===== src/common/mips_cfg.svh =====
/* core-wide widths and special encodings, shared by the RTL and the testbench
   branch and jump target math assumes a 32-bit word */

`ifndef MIPS_CFG_SVH
`define MIPS_CFG_SVH

// **************************************************
// datapath widths
// **************************************************
`define MIPS_WORD_W  32          // data and address width
`define MIPS_REG_AW  5           // register select width
`define MIPS_NREGS   32          // architectural registers, $0 included

// **************************************************
// reset and special encodings
// **************************************************
`define MIPS_PC_INIT 32'h0000_0000 // first fetch address out of reset

// not a MIPS opcode, freezes the core once it reaches writeback
`define MIPS_OP_HALT 6'b111111

`endif

===== src/common/mips_pkg.sv =====
/* types for the four-stage core: opcode/funct/alu enums and latch structs
   only the integer subset listed in the enums is decoded, the rest is a nop */

`include "mips_cfg.svh"

package mips_pkg;

   typedef logic [`MIPS_WORD_W-1:0] word_t;
   typedef logic [`MIPS_REG_AW-1:0] regbits_t;

   // **************************************************
   // instruction fields
   // **************************************************
   typedef enum logic [5:0] {
      RTYPE = 6'b000000,
      J     = 6'b000010,
      BEQ   = 6'b000100,
      BNE   = 6'b000101,
      ADDIU = 6'b001001,
      SLTI  = 6'b001010,
      SLTIU = 6'b001011,
      ANDI  = 6'b001100,
      ORI   = 6'b001101,
      XORI  = 6'b001110,
      LUI   = 6'b001111,
      HALT  = `MIPS_OP_HALT
   } opcode_t;

   typedef enum logic [5:0] {
      SLL  = 6'b000000,
      SRL  = 6'b000010,
      ADDU = 6'b100001,
      SUBU = 6'b100011,
      AND  = 6'b100100,
      OR   = 6'b100101,
      XOR  = 6'b100110,
      NOR  = 6'b100111,
      SLT  = 6'b101010,
      SLTU = 6'b101011
   } funct_t;

   typedef enum logic [3:0] {
      ALU_SLL, ALU_SRL, ALU_ADD, ALU_SUB, ALU_AND,
      ALU_OR, ALU_XOR, ALU_NOR, ALU_SLT, ALU_SLTU
   } aluop_t;

   // **************************************************
   // pipeline latches
   // **************************************************
   typedef struct packed {
      aluop_t alu_op;
      logic   alu_src_imm;  // b from immediate
      logic   shift_src;    // shamt on b, rt on a
      logic   sign_ext;
      logic   reg_dst_rd;   // dest is rd, else rt
      logic   reg_write;
      logic   lui;
      logic   beq;
      logic   bne;
      logic   jump;
      logic   halt;
   } ctrl_t;

   typedef struct packed {
      logic        valid;
      ctrl_t       ctrl;
      regbits_t    rs;
      regbits_t    rt;
      regbits_t    dest;
      word_t       rs_data;
      word_t       rt_data;
      logic [15:0] imm16;
      regbits_t    shamt;
      logic [25:0] jidx;      // j target index
      word_t       pc_plus_4;
   } id_ex_t;

   typedef struct packed {
      logic     valid;
      logic     reg_write;    // already cleared for $0
      regbits_t dest;
      word_t    result;
      logic     halt;
   } ex_wb_t;

   // one retired register write
   typedef struct packed {
      logic     valid;
      regbits_t dest;
      word_t    data;
   } retire_t;

endpackage


===== src/hw/core/mips_core.sv =====
/* fetch/decode/execute/writeback core, stalls on ihit low only
   no loads, stores, jal or jr; branches resolve in execute with no delay slot */

module mips_core (
   input  logic              CLK,
   input  logic              nRST,
   output mips_pkg::word_t   imem_addr,
   input  mips_pkg::word_t   imem_data,
   input  logic              ihit,
   output mips_pkg::retire_t retire,
   output logic              halted
);
   import mips_pkg::*;

   word_t    pc;
   word_t    pc_plus_4;
   word_t    target;
   word_t    if_instr;       // IF/ID latch
   word_t    if_pc_plus_4;
   logic     if_valid;
   logic     advance;
   logic     redirect;
   logic     halt_hit;
   ctrl_t    ctrl;
   regbits_t rs;
   regbits_t rt;
   regbits_t dest;
   word_t    rdat1;
   word_t    rdat2;
   id_ex_t   id_in;
   ex_wb_t   ex_wb;

   // **************************************************
   // pipeline advance
   // **************************************************
   assign halt_hit = ex_wb.valid & ex_wb.halt;      // halt sitting in writeback
   assign advance  = ihit & ~halted & ~halt_hit;    // halt_hit stops the next shift at once

   always_ff @(posedge CLK, negedge nRST) begin
      if (!nRST) begin
         halted <= 1'b0;
      end else if (halt_hit) begin
         halted <= 1'b1;  // sticky until reset
      end
   end

   // **************************************************
   // fetch
   // **************************************************
   program_counter pc_i (
      .CLK       (CLK),
      .nRST      (nRST),
      .advance   (advance),
      .redirect  (redirect),
      .target    (target),
      .pc        (pc),
      .pc_plus_4 (pc_plus_4)
   );

   assign imem_addr = pc;

   always_ff @(posedge CLK, negedge nRST) begin
      if (!nRST) begin
         if_valid     <= 1'b0;
         if_instr     <= '0;
         if_pc_plus_4 <= '0;
      end else if (advance) begin
         if (redirect) begin
            if_valid <= 1'b0;  // wrong-path fetch dropped
         end else begin
            if_valid     <= 1'b1;
            if_instr     <= imem_data;
            if_pc_plus_4 <= pc_plus_4;
         end
      end
   end

   // **************************************************
   // decode
   // **************************************************
   control_unit cu_i (
      .instr (if_instr),
      .ctrl  (ctrl),
      .rs    (rs),
      .rt    (rt),
      .dest  (dest)
   );

   // writeback port driven straight from the EX/WB latch
   register_file rf_i (
      .CLK   (CLK),
      .nRST  (nRST),
      .wen   (ex_wb.valid & ex_wb.reg_write),
      .wsel  (ex_wb.dest),
      .wdat  (ex_wb.result),
      .rsel1 (rs),
      .rsel2 (rt),
      .rdat1 (rdat1),
      .rdat2 (rdat2)
   );

   always_comb begin
      id_in.valid     = if_valid;
      id_in.ctrl      = ctrl;
      id_in.rs        = rs;
      id_in.rt        = rt;
      id_in.dest      = dest;
      id_in.rs_data   = rdat1;
      id_in.rt_data   = rdat2;
      id_in.imm16     = if_instr[15:0];
      id_in.shamt     = if_instr[10:6];
      id_in.jidx      = if_instr[25:0];
      id_in.pc_plus_4 = if_pc_plus_4;
   end

   // **************************************************
   // execute and writeback
   // **************************************************
   execute_stage ex_i (
      .CLK      (CLK),
      .nRST     (nRST),
      .advance  (advance),
      .flush    (redirect),    // own redirect also bubbles ID/EX
      .id_in    (id_in),
      .ex_wb    (ex_wb),
      .retire   (retire),
      .redirect (redirect),
      .target   (target)
   );

endmodule


===== src/hw/core/execute_stage.sv =====
/* ID/EX and EX/WB latches, forwarding from EX/WB only, branch resolve
   a redirect bubbles ID/EX on the same advance that moves the branch on */

module execute_stage (
   input  logic              CLK,
   input  logic              nRST,
   input  logic              advance,
   input  logic              flush,
   input  mips_pkg::id_ex_t  id_in,
   output mips_pkg::ex_wb_t  ex_wb,
   output mips_pkg::retire_t retire,
   output logic              redirect,
   output mips_pkg::word_t   target
);
   import mips_pkg::*;

   id_ex_t id_ex;
   ex_wb_t wb_next;
   logic   retire_pulse;
   logic   fwd_a;
   logic   fwd_b;
   word_t  rs_val;
   word_t  rt_val;
   word_t  ext_imm;
   word_t  alu_a;
   word_t  alu_b;
   word_t  alu_out;
   logic   alu_zero;
   logic   taken;

   // **************************************************
   // latches
   // **************************************************
   always_ff @(posedge CLK, negedge nRST) begin
      if (!nRST) begin
         id_ex        <= '0;
         ex_wb        <= '0;
         retire_pulse <= 1'b0;
      end else if (advance) begin
         if (flush) begin
            id_ex <= '0;  // bubble
         end else begin
            id_ex <= id_in;
         end
         ex_wb        <= wb_next;
         retire_pulse <= wb_next.reg_write;  // one cycle per retired write
      end else begin
         retire_pulse <= 1'b0;
      end
   end

   // **************************************************
   // operands
   // **************************************************
   assign fwd_a = ex_wb.valid && ex_wb.reg_write && (ex_wb.dest != '0) &&
                  (ex_wb.dest == id_ex.rs);
   assign fwd_b = ex_wb.valid && ex_wb.reg_write && (ex_wb.dest != '0) &&
                  (ex_wb.dest == id_ex.rt);
   assign rs_val = fwd_a ? ex_wb.result : id_ex.rs_data;
   assign rt_val = fwd_b ? ex_wb.result : id_ex.rt_data;

   assign ext_imm = id_ex.ctrl.sign_ext ? {{16{id_ex.imm16[15]}}, id_ex.imm16}
                                        : {16'b0, id_ex.imm16};
   assign alu_a   = id_ex.ctrl.shift_src ? rt_val : rs_val;  // sll/srl shift rt

   always_comb begin
      if (id_ex.ctrl.shift_src) begin
         alu_b = word_t'(id_ex.shamt);
      end else if (id_ex.ctrl.alu_src_imm) begin
         alu_b = ext_imm;
      end else begin
         alu_b = rt_val;
      end
   end

   alu alu_i (
      .op     (id_ex.ctrl.alu_op),
      .a      (alu_a),
      .b      (alu_b),
      .result (alu_out),
      .zero   (alu_zero)
   );

   // **************************************************
   // branch / jump
   // **************************************************
   assign taken    = (id_ex.ctrl.beq & alu_zero) | (id_ex.ctrl.bne & ~alu_zero);
   assign redirect = id_ex.valid & (id_ex.ctrl.jump | taken);
   assign target   = id_ex.ctrl.jump ? {id_ex.pc_plus_4[31:28], id_ex.jidx, 2'b00}
                   : id_ex.pc_plus_4 + {{14{id_ex.imm16[15]}}, id_ex.imm16, 2'b00};

   always_comb begin
      wb_next.valid     = id_ex.valid;
      wb_next.reg_write = id_ex.valid & id_ex.ctrl.reg_write & (id_ex.dest != '0);
      wb_next.dest      = id_ex.dest;
      wb_next.result    = id_ex.ctrl.lui ? {id_ex.imm16, 16'b0} : alu_out;
      wb_next.halt      = id_ex.valid & id_ex.ctrl.halt;
   end

   assign retire.valid = retire_pulse;
   assign retire.dest  = ex_wb.dest;
   assign retire.data  = ex_wb.result;

endmodule


===== src/hw/core/alu.sv =====
/* combinational integer ALU, no overflow detection
   shifts take the amount from b[4:0] and shift a */

module alu (
   input  mips_pkg::aluop_t op,
   input  mips_pkg::word_t  a,
   input  mips_pkg::word_t  b,
   output mips_pkg::word_t  result,
   output logic             zero
);
   import mips_pkg::*;

   always_comb begin
      case (op)
         ALU_SLL:  result = a << b[4:0];
         ALU_SRL:  result = a >> b[4:0];   // logical
         ALU_ADD:  result = a + b;
         ALU_SUB:  result = a - b;
         ALU_AND:  result = a & b;
         ALU_OR:   result = a | b;
         ALU_XOR:  result = a ^ b;
         ALU_NOR:  result = ~(a | b);
         ALU_SLT:  result = word_t'($signed(a) < $signed(b));
         ALU_SLTU: result = word_t'(a < b);
         default:  result = '0;
      endcase
   end

   // beq/bne compare through subtract
   assign zero = (result == '0);

endmodule


===== src/hw/core/register_file.sv =====
/* 32x32 registers, one write and two read ports, $0 always reads zero
   a read of the register being written returns the write data */

`include "mips_cfg.svh"

module register_file (
   input  logic               CLK,
   input  logic               nRST,
   input  logic               wen,
   input  mips_pkg::regbits_t wsel,
   input  mips_pkg::word_t    wdat,
   input  mips_pkg::regbits_t rsel1,
   input  mips_pkg::regbits_t rsel2,
   output mips_pkg::word_t    rdat1,
   output mips_pkg::word_t    rdat2
);
   import mips_pkg::*;

   word_t regs [`MIPS_NREGS];  // entry 0 never written

   always_ff @(posedge CLK, negedge nRST) begin
      if (!nRST) begin
         for (int i = 0; i < `MIPS_NREGS; i++) begin
            regs[i] <= '0;
         end
      end else if (wen && (wsel != '0)) begin
         regs[wsel] <= wdat;
      end
   end

   // bypass so decode sees the value writeback is storing this cycle
   assign rdat1 = (rsel1 == '0)             ? '0   :
                  (wen && (wsel == rsel1))  ? wdat : regs[rsel1];
   assign rdat2 = (rsel2 == '0)             ? '0   :
                  (wen && (wsel == rsel2))  ? wdat : regs[rsel2];

endmodule


===== src/hw/core/control_unit.sv =====
/* combinational decode of the IF/ID word
   unknown opcodes and functs come out as a nop with no register write */

module control_unit (
   input  mips_pkg::word_t    instr,
   output mips_pkg::ctrl_t    ctrl,
   output mips_pkg::regbits_t rs,
   output mips_pkg::regbits_t rt,
   output mips_pkg::regbits_t dest
);
   import mips_pkg::*;

   opcode_t op;
   funct_t  fn;

   assign op   = opcode_t'(instr[31:26]);
   assign fn   = funct_t'(instr[5:0]);
   assign rs   = instr[25:21];
   assign rt   = instr[20:16];
   assign dest = ctrl.reg_dst_rd ? instr[15:11] : rt;  // rd for R-type

   always_comb begin
      ctrl = '0;
      case (op)
         RTYPE: begin
            ctrl.reg_dst_rd = 1'b1;
            ctrl.reg_write  = 1'b1;
            case (fn)
               SLL: begin
                  ctrl.alu_op    = ALU_SLL;
                  ctrl.shift_src = 1'b1;
               end
               SRL: begin
                  ctrl.alu_op    = ALU_SRL;
                  ctrl.shift_src = 1'b1;
               end
               ADDU:    ctrl.alu_op = ALU_ADD;
               SUBU:    ctrl.alu_op = ALU_SUB;
               AND:     ctrl.alu_op = ALU_AND;
               OR:      ctrl.alu_op = ALU_OR;
               XOR:     ctrl.alu_op = ALU_XOR;
               NOR:     ctrl.alu_op = ALU_NOR;
               SLT:     ctrl.alu_op = ALU_SLT;
               SLTU:    ctrl.alu_op = ALU_SLTU;
               default: ctrl.reg_write = 1'b0;  // unsupported funct
            endcase
         end
         J:   ctrl.jump = 1'b1;
         BEQ: begin
            ctrl.alu_op = ALU_SUB;  // zero flag decides
            ctrl.beq    = 1'b1;
         end
         BNE: begin
            ctrl.alu_op = ALU_SUB;
            ctrl.bne    = 1'b1;
         end
         ADDIU, SLTI, SLTIU: begin
            ctrl.alu_src_imm = 1'b1;
            ctrl.sign_ext    = 1'b1;   // sltiu sign-extends too, compare unsigned
            ctrl.reg_write   = 1'b1;
            ctrl.alu_op      = (op == ADDIU) ? ALU_ADD : (op == SLTI) ? ALU_SLT : ALU_SLTU;
         end
         ANDI, ORI, XORI: begin
            ctrl.alu_src_imm = 1'b1;   // zero extended
            ctrl.reg_write   = 1'b1;
            ctrl.alu_op      = (op == ANDI) ? ALU_AND : (op == ORI) ? ALU_OR : ALU_XOR;
         end
         LUI: begin
            ctrl.lui       = 1'b1;     // result replaced in execute
            ctrl.reg_write = 1'b1;
         end
         HALT:    ctrl.halt = 1'b1;
         default: ctrl = '0;
      endcase
   end

endmodule


===== src/hw/core/program_counter.sv =====
/* fetch address register, moves only when the pipeline advances
   redirect wins over the sequential +4 */

`include "mips_cfg.svh"

module program_counter (
   input  logic            CLK,
   input  logic            nRST,
   input  logic            advance,
   input  logic            redirect,
   input  mips_pkg::word_t target,
   output mips_pkg::word_t pc,
   output mips_pkg::word_t pc_plus_4
);
   import mips_pkg::*;

   word_t pc_next;

   assign pc_plus_4 = pc + word_t'(4);
   assign pc_next   = redirect ? target : pc_plus_4;  // taken branch or j

   always_ff @(posedge CLK, negedge nRST) begin
      if (!nRST) begin
         pc <= `MIPS_PC_INIT;
      end else if (advance) begin
         pc <= pc_next;  // held while ihit low or halted
      end
   end

endmodule


===== config.mk =====
export PLATFORM = sky130hd
export DESIGN_NAME = mips_core
export DESIGN_NICKNAME = d
export VERILOG_FILES = /design/src/common/mips_pkg.sv /design/src/hw/core/mips_core.sv /design/src/hw/core/execute_stage.sv /design/src/hw/core/alu.sv /design/src/hw/core/register_file.sv /design/src/hw/core/control_unit.sv /design/src/hw/core/program_counter.sv
export VERILOG_INCLUDE_DIRS = /design/src /design/src/common
export SDC_FILE = /design/constraint.sdc
export NUM_CORES = 2
export LEC_CHECK = 0
export BUFFER_PORTS_ARGS = -buffer_cell sky130_fd_sc_hd__clkbuf_2
export CAP_MARGIN = 10
export CORE_MARGIN = 8
export CORE_UTILIZATION = 60
export DETAILED_ROUTE_END_ITERATION = 8
export PLACE_DENSITY = 0.76
export SLEW_MARGIN = 0
export SYNTH_ARGS = -nofsm -noshare
export SYNTH_HDL_FRONTEND = slang
export SYNTH_SLANG_ARGS = --single-unit

===== constraint.sdc =====
create_clock -name CLK -period 7.98 [get_ports CLK]
set_input_delay 1.197 -clock CLK [delete_from_list [all_inputs] [get_ports CLK]]
set_output_delay 1.197 -clock CLK [all_outputs]
set_load 0.1 [all_outputs]

==> run summary <==
### Floorplanning
- 133 — Row Count
- 381 um — floorplan die height
- 132000 um^2 — area of the core region
- 60.6% — Initial Util
- 381 um — Die W
- 145000 um^2 — floorplan die area
- 106 — I/O pin count

### STA
- 128 MHz — peak clock frequency supported by timing
- 0 — final number of setup-violating endpoints
- 17.6% — Slew Limit Headroom
- 0.385 ns — final hold slack
- 0 ns — setup TNS after final layout
- 0 — max-slew violation count
- 0.139 ns — PnR worst setup slack
- 1.24 ns — pin slew with the least headroom to its limit
- 98.3% — share of the clock period used by the worst path after layout
- 7.84 ns — shortest period the worst path allows
- 0.0372 ns — Layout Skew
- 0 — final count of hold timing violations

### Clocking
- 0.06 ns — register clock-pin slew on the reported worst setup and hold paths
- 0 — count of buffers added by post-CTS timing repair for setup
- clkbuf_16 — root buffer cell
- 4 — H-tree levels
- 3 — number of buffers on the longest clock path
- 0.80 ns — insertion delay to the later sink of the worst-skew pair
- 1304 — CTS sink count
- 140 — Num CTS Buffers
- built — clock tree from TritonCTS
- 0 — hold buffer count at CTS

### Critical path
- ex_i.ex_wb[37] — worst reg2reg path startpoint
- 27 — number of cells traversed by the worst register-to-register path
- 0.68 ns — Crit path largest cell delay
- 8.50 ns — data arrival time of the critical path
- flop — category of the worst setup path launch point
- ha_1 — Max stage delay cell, worst path
- buf_4 — cell seen most often among critical-path stages
- reg -> reg — path type of the worst setup path
- 33 — Crit Path Max Fanout
- flop — type of element capturing the critical path
- 8.64 ns — worst endpoint required time
- ex_i.ex_wb[37] — start point of the critical path

### Final layout
- 37.0% — share of layout cells above drive strength 1
- dfrtp_1 (1291), mux2_2 (1038), mux4_2 (640) — commonest non-fill, non-tap cells in the layout
- 66.4% — final core utilization
- 9.56% — Area growth syn-to-layout
- dfrtp_1 — most common cell after layout, fill and taps aside
- 6616 — final-stage net count

### GRT
- 415000 um — wire length of the first global-routing pass
- 6 — number of antenna violations at the first check in global routing
- 0 — grt ovf
- 60.8k — via count of the first global-routing pass
- 38.1% — total routing resource utilization after global routing
- 182 — pin count of the biggest net entering global routing

### Pwr
- 321 nW/um^2 — power per cell area
- 0.342 mV — VDD IR-drop max
- 28.0 mW — total power
- 40.1 nW — Leak

### Yosys
- dfrtp_1 — most frequently used flop master after synthesis
- 79700 um^2 — post-synthesis instance area
- dfrtp_1 (41%), mux4_2 (18%), mux2_2 (15%), clkbuf_1 (2.4%), mux2i_1 (2.3%) — top area cells in the synthesized netlist
- 0 — number of enable-type register cells in the synthesized netlist
- 12.1 um^2 — post-synthesis average cell area
- 6763 — net count after synthesis
- 40.9% — Seq/Total Area, Yosys
- 0 — Synth Warn #
- 100% — proportion of synthesized flip-flops having asynchronous set or reset
- 95 — count of cell types in the netlist
- 40.9% — share of Yosys cell area claimed by the top area cell type
- dfrtp_1 — library cell occupying the most area in the post-synthesis netlist
- 6594 — post-synthesis cell count
- 1304 — #FFs+latches synth

### Route
- 8 — length of the first detailed-routing pass in iterations
- 7938 — initial DRC count
- 0 — number of design rule violations left after detail routing
- 0 — antenna-violating nets left
- 60.5k — vias post-DR
- 280000 um — wire length after detailed routing
- 7.27 — via density per instance
- 33.7 um — WL per Instance

### Job
- 0 — max-cap violations

### Placed design
- 181000 um — dpl hpwl
- 105 — number of buffers inserted by port buffering
- 1.09 — routability congestion estimate
- -0.0131 ns — minimum setup slack after placement

### Min path
- in -> async — type of the tightest min-delay check

### Run status
- complete, no violations — run status

==> registers in the layout, indices dropped and copies added, names as in the netlist <==
register and count:
pc_i.pc 32, if_pc_plus_4 32, if_valid 1, rf_i.regs 1024
halted 1, ex_i.id_ex 141, if_instr 32, ex_i.ex_wb 40
ex_i.retire_pulse 1
==> timing repair <==
action	CTS	global route
gates resized for setup	1	24
pin swaps	0	3
setup endpoints to repair	10	235
hold endpoints to repair	0	0
==> metrics by stage <==
| stage | area (um^2) | std cells |
|---|---|---|
| floorplan | 79700 | 6594 |
| global placement | 82300 | 8058 |
| detailed placement | 82300 | 8058 |
| CTS | 87200 | 8314 |
| global route | 87400 | 8316 |
| finish | 87400 | 8319 |
==> metal layers <==
| layer | part of all wire, % | up-vias | global-route usage [%] |
|---|---|---|---|
| li1 | - | 24600 | - |
| met1 | 38 | 31200 | 50.8 |
| met2 | 45 | 3789 | 57.7 |
| met3 | 10 | 946 | 8.82 |
| met4 | 7.0 | 2 | 21.5 |
| met5 | 0.0046 | - | 0 |
==> report_power, final <==
group / leakage, nW / switching [mW] / internal (mW) / total [mW]
Clock: 2.41 / 2.81 / 4.07 / 6.88
Combinational: 19.8 / 8.60 / 4.28 / 12.9
Sequential: 17.9 / 1.07 / 7.17 / 8.24
Total: 40.1 / 12.5 / 15.5 / 28.0
==> final timing paths <==
kind	endpoint	slack, ns
setup reg to reg	if_instr[15]	0.14
min in group CLK	rf_i.regs[997]	0.40
setup / recovery	if_instr[15]	0.14
max in group asynchronous	if_instr[19]	5.81
hold / removal	rf_i.regs[981]	0.38
hold reg to reg	rf_i.regs[997]	0.40
==> cells by family after synthesis <==
| logic type | share of synthesized area, % |
|---|---|
| XOR/XNOR | 1.25 |
| AO/OA/AOI/OAI | 9.69 |
| AND/OR/NAND/NOR | 6.58 |
| multiplexers | 35.1 |
| flip-flops | 40.9 |
| adder cells (fa/ha/maj) | 2.13 |
| buffers and inverters | 4.33 |
==> synth_stat cells (123+ instances only) <==
master and instances:
a21oi_1 274, clkbuf_1 504, dfrtp_1 1304, ha_1 131, inv_1 137, mux2_2 1038
mux2i_1 183, mux4_2 640, nand2_1 457, nand3_1 123, nor2_1 313, o21ai_0 289
==> worst max-delay path: cells and delay by family, from the launching register on <==
kind | cells | cell delay (ns)
buffers and inverters | 6 | 1.21
AND/OR/NAND/NOR | 9 | 2.89
multiplexers | 3 | 0.99
adder cells (fa/ha/maj) | 1 | 0.68
flip-flops | 1 | 0.42
AO/OA/AOI/OAI | 8 | 1.48
==> layout make-up <==
cell class                 instances  area, um^2
clock inverter                    53         754
clock buffer                     203        4120
sequential                      1304       32700
antenna                            3        7.51
multi-input combinational       4451       44000
fill                            9431       44300
tap                             1755        2200
inverter                         141         534
timing repair buffer             409        3080
Power figures use the tool's default switching activity.
